[config.mk]
export PLATFORM = sky130hd
export DESIGN_NAME = exec_stage
export DESIGN_NICKNAME = d
export VERILOG_FILES = /design/src/hdl/exec_pkg.sv /design/src/hdl/core_pkg.sv /design/src/hdl/alu_unit.sv /design/src/hdl/mul_unit.sv /design/src/hdl/branch_resolve.sv /design/src/hdl/exec_stage.sv
export SDC_FILE = /design/constraint.sdc
export NUM_CORES = 2
export LEC_CHECK = 0
export ABC_AREA = 1
export BUFFER_PORTS_ARGS = -buffer_cell sky130_fd_sc_hd__buf_4
export CAP_MARGIN = 20
export CELL_PAD_IN_SITES_DETAIL_PLACEMENT = 1
export CELL_PAD_IN_SITES_GLOBAL_PLACEMENT = 2
export CORE_ASPECT_RATIO = 0.9
export CORE_UTILIZATION = 37
export CTS_CLUSTER_SIZE = 25
export DETAILED_ROUTE_END_ITERATION = 16
export PLACE_DENSITY = 0.9
export SLEW_MARGIN = 20
export SYNTH_ARGS = -nofsm -noshare
export SYNTH_HDL_FRONTEND = slang
export SYNTH_HIERARCHICAL = 1
export SYNTH_SLANG_ARGS = --single-unit
[constraint.sdc]
create_clock -name clk_i -period 9 [get_ports clk_i]
set_input_delay 0 -clock clk_i [delete_from_list [all_inputs] [get_ports clk_i]]
set_output_delay 0 -clock clk_i [all_outputs]
set_load 0.01 [all_outputs]
[src/hdl/exec_pkg.sv]
// Micro-operation encodings and data widths used by the execute stage
`default_nettype none

package exec_pkg;

    localparam int XLEN       = 32;                // Data path width
    localparam int REG_ADDR_W = 5;                 // Register file address width
    localparam int SHAMT_W    = 5;                 // Shift amount bits taken from operand 2
    localparam int ALU_OP_W   = 4;
    localparam int MUL_OP_W   = 2;
    localparam int BR_COND_W  = 3;
    localparam int KIND_W     = 2;

    // Which unit produces the writeback result
    typedef enum logic [0:0] {
        UNIT_ALU = 1'b0,
        UNIT_MUL = 1'b1
    } unit_e;

    typedef enum logic [ALU_OP_W-1:0] {
        ALU_ADD    = 4'd0,                         // Also used for branch and jump targets
        ALU_SUB    = 4'd1,
        ALU_AND    = 4'd2,
        ALU_OR     = 4'd3,
        ALU_XOR    = 4'd4,
        ALU_SLL    = 4'd5,
        ALU_SRL    = 4'd6,
        ALU_SRA    = 4'd7,
        ALU_SLT    = 4'd8,                         // Answer from upstream lt flag
        ALU_SLTU   = 4'd9,                         // Answer from upstream ltu flag
        ALU_PASS_B = 4'd10                         // LUI style pass of operand 2
    } alu_op_e;

    typedef enum logic [MUL_OP_W-1:0] {
        MUL_MUL    = 2'd0,                         // Low word
        MUL_MULH   = 2'd1,                         // High word signed x signed
        MUL_MULHSU = 2'd2,                         // High word signed x unsigned
        MUL_MULHU  = 2'd3                          // High word unsigned x unsigned
    } mul_op_e;

    typedef enum logic [BR_COND_W-1:0] {
        BR_NONE = 3'd0,
        BR_EQ   = 3'd1,
        BR_NE   = 3'd2,
        BR_LT   = 3'd3,
        BR_GE   = 3'd4,
        BR_LTU  = 3'd5,
        BR_GEU  = 3'd6
    } br_cond_e;

    typedef enum logic [KIND_W-1:0] {
        KIND_OTHER  = 2'd0,
        KIND_BRANCH = 2'd1,                        // Taken only if condition holds
        KIND_JUMP   = 2'd2                         // Always taken
    } instr_kind_e;

    typedef enum logic [0:0] {
        WB_RESULT = 1'b0,                          // Unit result to rd
        WB_LINK   = 1'b1                           // PC+4 to rd
    } wb_sel_e;

    // Decoded micro-operation, 11 bits
    typedef struct packed {
        unit_e    unit;
        alu_op_e  alu_op;
        mul_op_e  mul_op;
        br_cond_e br_cond;
        wb_sel_e  wb_sel;
    } uop_t;

endpackage

`default_nettype wire

[src/hdl/core_pkg.sv]
// Pipeline payloads exchanged between decode, execute, writeback and branch predictor
`default_nettype none

package core_pkg;

    // Operand relation, computed in decode after forwarding
    typedef struct packed {
        logic lt;                                  // Signed less than
        logic ltu;                                 // Unsigned less than
        logic eq;                                  // Equal
    } cmp_flags_t;

    // One instruction entering execute
    typedef struct packed {
        exec_pkg::uop_t                    uop;
        logic                              rd_we;      // Write rd at writeback
        logic [exec_pkg::REG_ADDR_W-1:0]   rd_addr;
        logic [exec_pkg::XLEN-1:0]         pc;         // PC of this instruction
        logic [exec_pkg::XLEN-1:0]         pc_plus4;   // Link value
        logic [exec_pkg::XLEN-1:0]         op1;        // Final forwarded operand
        logic [exec_pkg::XLEN-1:0]         op2;        // Forwarded or immediate
        cmp_flags_t                        cmp;
        exec_pkg::instr_kind_e             kind;
    } ex_req_t;

    // Fetch redirect, same cycle as the request
    typedef struct packed {
        logic [exec_pkg::XLEN-1:0] target;         // pc+imm or rs1+imm
        logic                      taken;
    } redirect_t;

    // Branch predictor training info
    typedef struct packed {
        logic [exec_pkg::XLEN-1:0] pc;             // PC of resolving instruction
        exec_pkg::instr_kind_e     kind;
        logic                      pred_ok;        // Decode holds the right path
    } bp_update_t;

    // Registered writeback payload
    typedef struct packed {
        logic                            we;
        logic [exec_pkg::REG_ADDR_W-1:0] rd_addr;
        exec_pkg::wb_sel_e               wb_sel;    // Picked in writeback
        logic [exec_pkg::XLEN-1:0]       pc_plus4;
        logic [exec_pkg::XLEN-1:0]       result;
    } wb_t;

endpackage

`default_nettype wire

[src/hdl/alu_unit.sv]
// Integer ALU with arithmetic, logic, shifts and flag-based set-less-than
`timescale 1ns/1ps
`default_nettype none

module alu_unit (
    input  exec_pkg::alu_op_e          op_i,
    input  logic [exec_pkg::XLEN-1:0]  op1_i,
    input  logic [exec_pkg::XLEN-1:0]  op2_i,
    input  core_pkg::cmp_flags_t       cmp_i,    // Upstream comparator flags
    output logic [exec_pkg::XLEN-1:0]  res_o
);

    logic [exec_pkg::SHAMT_W-1:0] shamt;         // Low bits of operand 2
    logic [exec_pkg::XLEN-1:0]    sum;           // Shared adder, also branch target
    logic [exec_pkg::XLEN-1:0]    diff;
    logic [exec_pkg::XLEN-1:0]    sra_res;

    assign shamt   = op2_i[exec_pkg::SHAMT_W-1:0];
    assign sum     = op1_i + op2_i;
    assign diff    = op1_i - op2_i;
    assign sra_res = $signed(op1_i) >>> shamt;    // Sign fill from bit 31

    always_comb begin
        case (op_i)
            exec_pkg::ALU_ADD: begin
                res_o = sum;
            end
            exec_pkg::ALU_SUB: begin
                res_o = diff;
            end
            exec_pkg::ALU_AND: begin
                res_o = op1_i & op2_i;
            end
            exec_pkg::ALU_OR: begin
                res_o = op1_i | op2_i;
            end
            exec_pkg::ALU_XOR: begin
                res_o = op1_i ^ op2_i;
            end
            exec_pkg::ALU_SLL: begin
                res_o = op1_i << shamt;
            end
            exec_pkg::ALU_SRL: begin
                res_o = op1_i >> shamt;           // Zero fill
            end
            exec_pkg::ALU_SRA: begin
                res_o = sra_res;
            end
            exec_pkg::ALU_SLT: begin
                res_o = {{(exec_pkg::XLEN-1){1'b0}}, cmp_i.lt};   // No second comparator
            end
            exec_pkg::ALU_SLTU: begin
                res_o = {{(exec_pkg::XLEN-1){1'b0}}, cmp_i.ltu};
            end
            exec_pkg::ALU_PASS_B: begin
                res_o = op2_i;                    // Immediate pass for LUI
            end
            default: begin
                res_o = sum;                      // Unused codes act as ADD
            end
        endcase
    end

endmodule

`default_nettype wire

[src/hdl/mul_unit.sv]
// Single-cycle 32x32 multiplier returning the low or high product word
`timescale 1ns/1ps
`default_nettype none

module mul_unit (
    input  exec_pkg::mul_op_e          op_i,
    input  logic [exec_pkg::XLEN-1:0]  op1_i,
    input  logic [exec_pkg::XLEN-1:0]  op2_i,
    output logic [exec_pkg::XLEN-1:0]  res_o
);

    logic                             a_signed;   // Treat op1 as signed
    logic                             b_signed;   // Treat op2 as signed
    logic signed [2*exec_pkg::XLEN-1:0] a_ext;
    logic signed [2*exec_pkg::XLEN-1:0] b_ext;
    logic signed [2*exec_pkg::XLEN-1:0] prod;     // Low 64 bits are exact

    assign a_signed = (op_i == exec_pkg::MUL_MULH) || (op_i == exec_pkg::MUL_MULHSU);
    assign b_signed = (op_i == exec_pkg::MUL_MULH);

    // Extension to full product width encodes signedness
    assign a_ext = {{exec_pkg::XLEN{a_signed & op1_i[exec_pkg::XLEN-1]}}, op1_i};
    assign b_ext = {{exec_pkg::XLEN{b_signed & op2_i[exec_pkg::XLEN-1]}}, op2_i};

    assign prod = a_ext * b_ext;

    always_comb begin
        if (op_i == exec_pkg::MUL_MUL) begin
            res_o = prod[exec_pkg::XLEN-1:0];                  // Low word, sign agnostic
        end else begin
            res_o = prod[2*exec_pkg::XLEN-1:exec_pkg::XLEN];   // High word
        end
    end

endmodule

`default_nettype wire

[src/hdl/branch_resolve.sv]
// Branch condition check, fetch redirect and predictor update
`timescale 1ns/1ps
`default_nettype none

module branch_resolve (
    input  core_pkg::ex_req_t          req_i,
    input  logic [exec_pkg::XLEN-1:0]  target_i,     // From ALU adder
    input  logic [exec_pkg::XLEN-1:0]  dec_pc_i,     // PC now in decode
    output core_pkg::redirect_t        redirect_o,
    output core_pkg::bp_update_t       bp_update_o
);

    logic cond_ok;                                   // Branch condition holds
    logic taken;
    logic pred_ok;

    always_comb begin
        case (req_i.uop.br_cond)
            exec_pkg::BR_EQ:  cond_ok =  req_i.cmp.eq;
            exec_pkg::BR_NE:  cond_ok = !req_i.cmp.eq;
            exec_pkg::BR_LT:  cond_ok =  req_i.cmp.lt;
            exec_pkg::BR_GE:  cond_ok = !req_i.cmp.lt;
            exec_pkg::BR_LTU: cond_ok =  req_i.cmp.ltu;
            exec_pkg::BR_GEU: cond_ok = !req_i.cmp.ltu;
            default:          cond_ok = 1'b0;        // NONE and spare code never redirect
        endcase
    end

    // Jumps always go, branches only on a true condition
    assign taken = (req_i.kind == exec_pkg::KIND_JUMP) ||
                   ((req_i.kind == exec_pkg::KIND_BRANCH) && cond_ok);

    // Decode must hold the instruction on the resolved path
    assign pred_ok = taken ? (dec_pc_i == target_i)
                           : (dec_pc_i == req_i.pc_plus4);

    always_comb begin
        redirect_o.target   = target_i;
        redirect_o.taken    = taken;
        bp_update_o.pc      = req_i.pc;              // BTB index
        bp_update_o.kind    = req_i.kind;
        bp_update_o.pred_ok = pred_ok;
    end

endmodule

`default_nettype wire

[src/hdl/exec_stage.sv]
// Execute stage top with ALU, multiplier, branch resolution and writeback register
`timescale 1ns/1ps
`default_nettype none

module exec_stage (
    input  logic                       clk_i,
    input  logic                       rst_i,
    input  core_pkg::ex_req_t          req_i,
    input  logic [exec_pkg::XLEN-1:0]  dec_pc_i,       // For prediction check
    output core_pkg::redirect_t        redirect_o,     // Same cycle
    output core_pkg::bp_update_t       bp_update_o,    // Same cycle
    output core_pkg::wb_t              wb_o            // One cycle later
);

    logic [exec_pkg::XLEN-1:0] alu_res;                // Also the redirect target
    logic [exec_pkg::XLEN-1:0] mul_res;
    logic [exec_pkg::XLEN-1:0] unit_res;
    core_pkg::wb_t             wb_d;                   // Next writeback payload

    alu_unit i_alu_unit (
        .op_i  (req_i.uop.alu_op),
        .op1_i (req_i.op1),
        .op2_i (req_i.op2),
        .cmp_i (req_i.cmp),
        .res_o (alu_res)
    );

    mul_unit i_mul_unit (
        .op_i  (req_i.uop.mul_op),
        .op1_i (req_i.op1),
        .op2_i (req_i.op2),
        .res_o (mul_res)
    );

    branch_resolve i_branch_resolve (
        .req_i       (req_i),
        .target_i    (alu_res),                        // Adder output is pc+imm or rs1+imm
        .dec_pc_i    (dec_pc_i),
        .redirect_o  (redirect_o),
        .bp_update_o (bp_update_o)
    );

    // Result source
    assign unit_res = (req_i.uop.unit == exec_pkg::UNIT_MUL) ? mul_res : alu_res;

    always_comb begin
        wb_d.we       = req_i.rd_we;
        wb_d.rd_addr  = req_i.rd_addr;
        wb_d.wb_sel   = req_i.uop.wb_sel;             // Link choice made downstream
        wb_d.pc_plus4 = req_i.pc_plus4;
        wb_d.result   = unit_res;
    end

    // Writeback register, a new request every cycle
    always_ff @(posedge clk_i) begin
        if (rst_i) begin
            wb_o <= '0;                                // No write after reset
        end else begin
            wb_o <= wb_d;
        end
    end

endmodule

`default_nettype wire

-- Yosys cells after proc, flatten, opt, wreduce, memory -nomap -nowiden
Cells that the tools add are included.
- add/sub/neg operators: 2
- multiply operators: 1
- equality and inequality tests: 22
- shift-type cells: 3
- multiplexer cells: 5
- bitwise logic cells: 5
- reduce and logical (&&, ||, !) cells: 7
- operators by type and width (kind ; count):
    case mux 32 bit (10 select lines) ; 1
    == test 32 bit ; 2
    multiplier 33 x 33 -> 64 bit ; 1
    two-way mux 32 bit ; 2
    adder 32 bit ; 1
    bitwise AND 32 bit ; 1
    OR 32 bit ; 1
    left shift 32 x 5 -> 32 bit ; 1
    right shift 32 x 5 -> 32 bit ; 1
    >>> shifter 32 x 5 -> 32 bit ; 1
    subtractor 32 bit ; 1
    XOR 32 bit ; 1
    == test 4 x 3 -> 1 bit, second input constant ; 4
    == test 4 bit, second input constant ; 3
    == test 3 bit, second input constant ; 3
    == test 4 x 2 -> 1 bit, second input constant ; 2
    == test 3 x 2 -> 1 bit, second input constant ; 2
    case mux 1 bit (6 select lines) ; 1
    == test 2 x 1 -> 1 bit, second input constant ; 2
    == test 2 bit, second input constant ; 2
    == test 4 x 1 -> 1 bit, second input constant ; 1
    == test 3 x 1 -> 1 bit, second input constant ; 1
    logical NOT 1 bit ; 3
    bitwise AND 1 bit ; 2
    other kinds (4) ; 5
- register bits after elaboration: 71
- input bits: 184
- word-level logic and storage cells: 50

-- Longest topological paths before layout
- word-level depth: 6
- gate-level depth with buffers: 39
- mapped depth without buffers: 38

-- Modules after synthesis
The synthesis kept the hierarchy.
- modules (own cells, without submodules) (module ; times used ; cells each ; area an instance (um2) ; seq. area each (um2)):
    mul_unit ; 1 ; 5153 ; 40401.2 ; 0.0
    alu_unit ; 1 ; 1698 ; 8603.3 ; 0.0
    exec_stage ; 1 ; 324 ; 2484.9 ; 1421.4
    branch_resolve ; 1 ; 375 ; 1923.1 ; 0.0

-- Worst setup path before layout
Ideal clock, no wire load.
- path type: input to register
- from: input req_i[143] (netlist name)
- to: register wb_o[30] (netlist name)
- setup time: 0.114 ns
- arrival: 7.412 ns
- required time: 8.886 ns
- slack: 1.474 ns
- stages on the path: 37
- buffers on the path: 1
- cell sequence: inv_1 > ha_1 > nand2_1 > inv_1 > clkbuf_1 > nand2_1 > inv_1 > fa_1 > inv_1 > fa_1 > inv_1 > fa_1 > inv_1 > fa_1 > fa_1 > fa_1 > inv_1 > fa_1 > inv_1 > fa_1 > inv_1 > ha_1 > inv_1 > nor3_1 > inv_1 > nor2_1 > nand2_1 > nor3_1 > nand2_1 > nand2_1 > nand2_1 > nand3_1 > nand2_1 > inv_1 > nand2_1 > nand2_1 > nor2_2
- longest elaborated chain between the ends: 6
- elaborated cells on any way between the ends: 9
- RTL lines (element ; RTL line ; source):
    start, declared ; exec_stage.sv:8 ; input core_pkg::ex_req_t req_i,
    == test 2 x 1 -> 1 bit or == test 2 bit (tied branches) ; mul_unit.sv:18, mul_unit.sv:19 ;
    logical OR 1 bit ; mul_unit.sv:18 ; assign a_signed = (op_i == exec_pkg::MUL_MULH) || (op_i == exec_pkg::MUL_MULHSU);
    bitwise AND 1 bit ; mul_unit.sv:22 ; assign a_ext = {{exec_pkg::XLEN{a_signed & op1_i[exec_pkg::XLEN-1]}}, op1_i};
    multiplier 33 x 33 -> 64 bit ; mul_unit.sv:25 ; assign prod = a_ext * b_ext;
    two-way mux 32 bit (*) ; mul_unit.sv:28 ; if (op_i == exec_pkg::MUL_MUL) begin
    named net mul_res (one bit) ; exec_stage.sv:16 ; logic [exec_pkg::XLEN-1:0] mul_res;
    two-way mux 32 bit (*) ; exec_stage.sv:44 ; assign unit_res = (req_i.uop.unit == exec_pkg::UNIT_MUL) ? mul_res : alu_res;
    end signal, assigned ; exec_stage.sv:59 ; wb_o <= wb_d;
    end, declared ; exec_stage.sv:12 ; output core_pkg::wb_t wb_o
The timed path passes the listed nets; every way through them passes the cells marked *.
A chain may end at the register's enable or synchronous reset.

-- Worst setup path in the final report
- from: input req_i[143] (netlist name)
- to: register wb_o[25] (netlist name)
Same word-level chain as after synthesis.

==> impl_metrics.json <==
{
  "die_x_um": 402,
  "slowest_delay_ns": 0.63,
  "arrival_ns": 8.56,
  "synth_edf_count": 0,
  "layout-drive-gt1-share_pct": 6.72,
  "antenna_left": 0,
  "max_freq_ghz": 0.121,
  "clock_path_buffers": 2,
  "track_usage_pct": 32.4,
  "wire_per_inst_um": 24.8,
  "clockRootBuffer": "clkbuf_16",
  "clock-sinks": 71,
  "timing.final.crit_share_pct": 92.0,
  "cap_violations": 0,
  "ys_seq_area_share_pct": 2.66,
  "core.rowCount": 131,
  "overflow": 0,
  "fin_crit_ns": 8.28,
  "tightest_slew_ns": 1.18,
  "largest_reg_flops": 71,
  "synth_seq_cells": 71,
  "ys.flop_type": "dfxtp_1",
  "initial_core_util_pct": 37.5,
  "finalNetCount": 9150,
  "finalSetupViolCount": 0,
  "ios": 323,
  "cp_data_required_time_ns": 9.29,
  "worstSetupPathType": "in2reg",
  "cts_tree": "built",
  "die_y_um": 362,
  "grt_start_max_net_pins": 69,
  "synth_cells": 7550,
  "cpMaxStageDelayCell": "fa_1",
  "cts_buffers": 9,
  "fp.coreArea_um2": 142000,
  "htreeDepth": 3,
  "die_area_um2": 146000,
  "outcome": "completed",
  "rsz0062_at_grt": "false",
  "netlist_area_um2": 53400,
  "netlist_top_cells_area": "fa_1, nand2_1, inv_1",
  "cts_resized": 0,
  "top_register": "wb_o",
  "start_kind": "input port",
  "async_flop_share_pct": 0,
  "finalHoldViolCount": 0,
  "avgViaCountPerCell": 5.31,
  "syn_nets": 9171,
  "grt_pass1_wl_um": 352000,
  "synth_top_cell_by_area": "fa_1",
  "path_clk_slew_ns": 0.09,
  "via_count": 49948,
  "totalWireLength_um": 234000,
  "maxSlewViolCount": 0,
  "yosys-top-cells-count": "nand2_1, inv_1, fa_1",
  "hp-class": "in2out",
  "antenna_found_initial": 14,
  "first_pass_iters": 5,
  "hpwl_um": 192000,
  "drt-initial-drc-count": 4111,
  "synth_top_cell_area_share_pct": 42.2,
  "routabilityCongestion": 0.953,
  "syn2layout_area_growth_pct": 6.78,
  "fin_setup_tns_ns": 0,
  "crit_path_frequent_cell": "inv_1",
  "yosysMostFrequentCell": "nand2_1",
  "grt_pass1_vias": 54801,
  "yosysUniqueCellTypes": 54,
  "portBuffers": 258,
  "yosysWarnings": 6,
  "syn_avg_cell_area_um2": 7.07,
  "slew-limit-headroom_pct": 20.9,
  "top_regs": "wb_o x71",
  "end_kind": "flip-flop",
  "drc": 0,
  "critPathMaxFanout": 10
}
==> layer usage <==
metal	wire length (um)	vias up	global-route usage, %	part of all wire [%]
li1	-	21746	-	-
met1	98400	25776	43.1	42
met2	108000	1926	53.4	46
met3	17100	488	4.84	7.3
met4	9760	12	11.4	4.2
met5	120	-	0	0.051
==> final timing paths <==
check                 startpoint             endpoint  slack (ns)  cells past startpoint
worst min-delay path  req_i[109]      bp_update_o[11]    0.000003                      0
worst max-delay path  req_i[143]  wb_o[25]$_SDFF_PP0_        0.72                     37
==> cell families (layout without fill, tap and decap cells) <==
| logic type | Yosys count | in the layout | synth area share, % |
|---|---|---|---|
| xor+xnor | 56 | 56 | 0.918 |
| buf+inv | 2340 | 2324 | 17.4 |
| fa+ha+maj | 1437 | 1437 | 49.5 |
| other cells | 0 | 5 | 0 |
| simple gates | 3260 | 3260 | 25.5 |
| compound gates | 386 | 386 | 4.09 |
| flops | 71 | 71 | 2.66 |
==> cell usage in the layout, fill, tap and decap left out, types with 9 or more instances in the layout <==
master,n
buf_4,361
nor2_2,42
inv_2,18
nand4_1,39
nand3_1,466
nand3b_1,62
nand2_2,23
xor2_1,50
or2_2,9
nand3_2,11
dlygate4sd3_1,39
nand2_1,2165
o21ai_0,117
ha_1,311
o21bai_1,23
clkbuf_16,9
o21ai_1,32
and2_1,15
a21oi_1,150
nor2_1,377
inv_1,1890
fa_1,1125
nor3_1,30
o211ai_1,15
dfxtp_1,71
==> critical path: cells and delay by family <==
family	cells	cell delay (ns)
buf+inv	12	1.45
simple gates	15	1.77
fa+ha+maj	10	5.30
==> timing repair <==
item,4_1_cts,5_1_grt
setup buffers,0,0
endpoints found under the hold margin,39,0
hold buffers,39,0
==> metrics by stage <==
stage | cells | setup slack [ns] | instance area, um2 | hold slack (ns) | util, %
6_report | 9401 | 0.723 | 57000 | 0.00000349 | 40.0
5_1_grt | 9398 | 0.237 | 57000 | 0.0000189 | 40.0
4_1_cts | 9396 | 0.696 | 57000 | 0.0000686 | 40.0
3_5_place_dp | 9341 | 0.316 | 56300 | 0.0000686 | 39.5
3_3_place_gp | 9341 | 0.394 | 56300 | 0.0000686 | 39.5
2_1_floorplan | 7550 | 1.47 | 53400 | 0.0918 | -
==> area by class of cell <==
type,instances,area [um2]
Fill cell,18135,85400
Multi-Input combinational cell,5139,42700
Inverter,1908,7160
Timing Repair Buffer,400,3100
Tap cell,1862,2330
Sequential cell,71,1420
Clock buffer,10,229
Clock inverter,6,68.8
Antenna cell,5,12.5
Power is not shown: default switching activity piles up to over one toggle a cycle in this logic, so the estimate is an artifact.
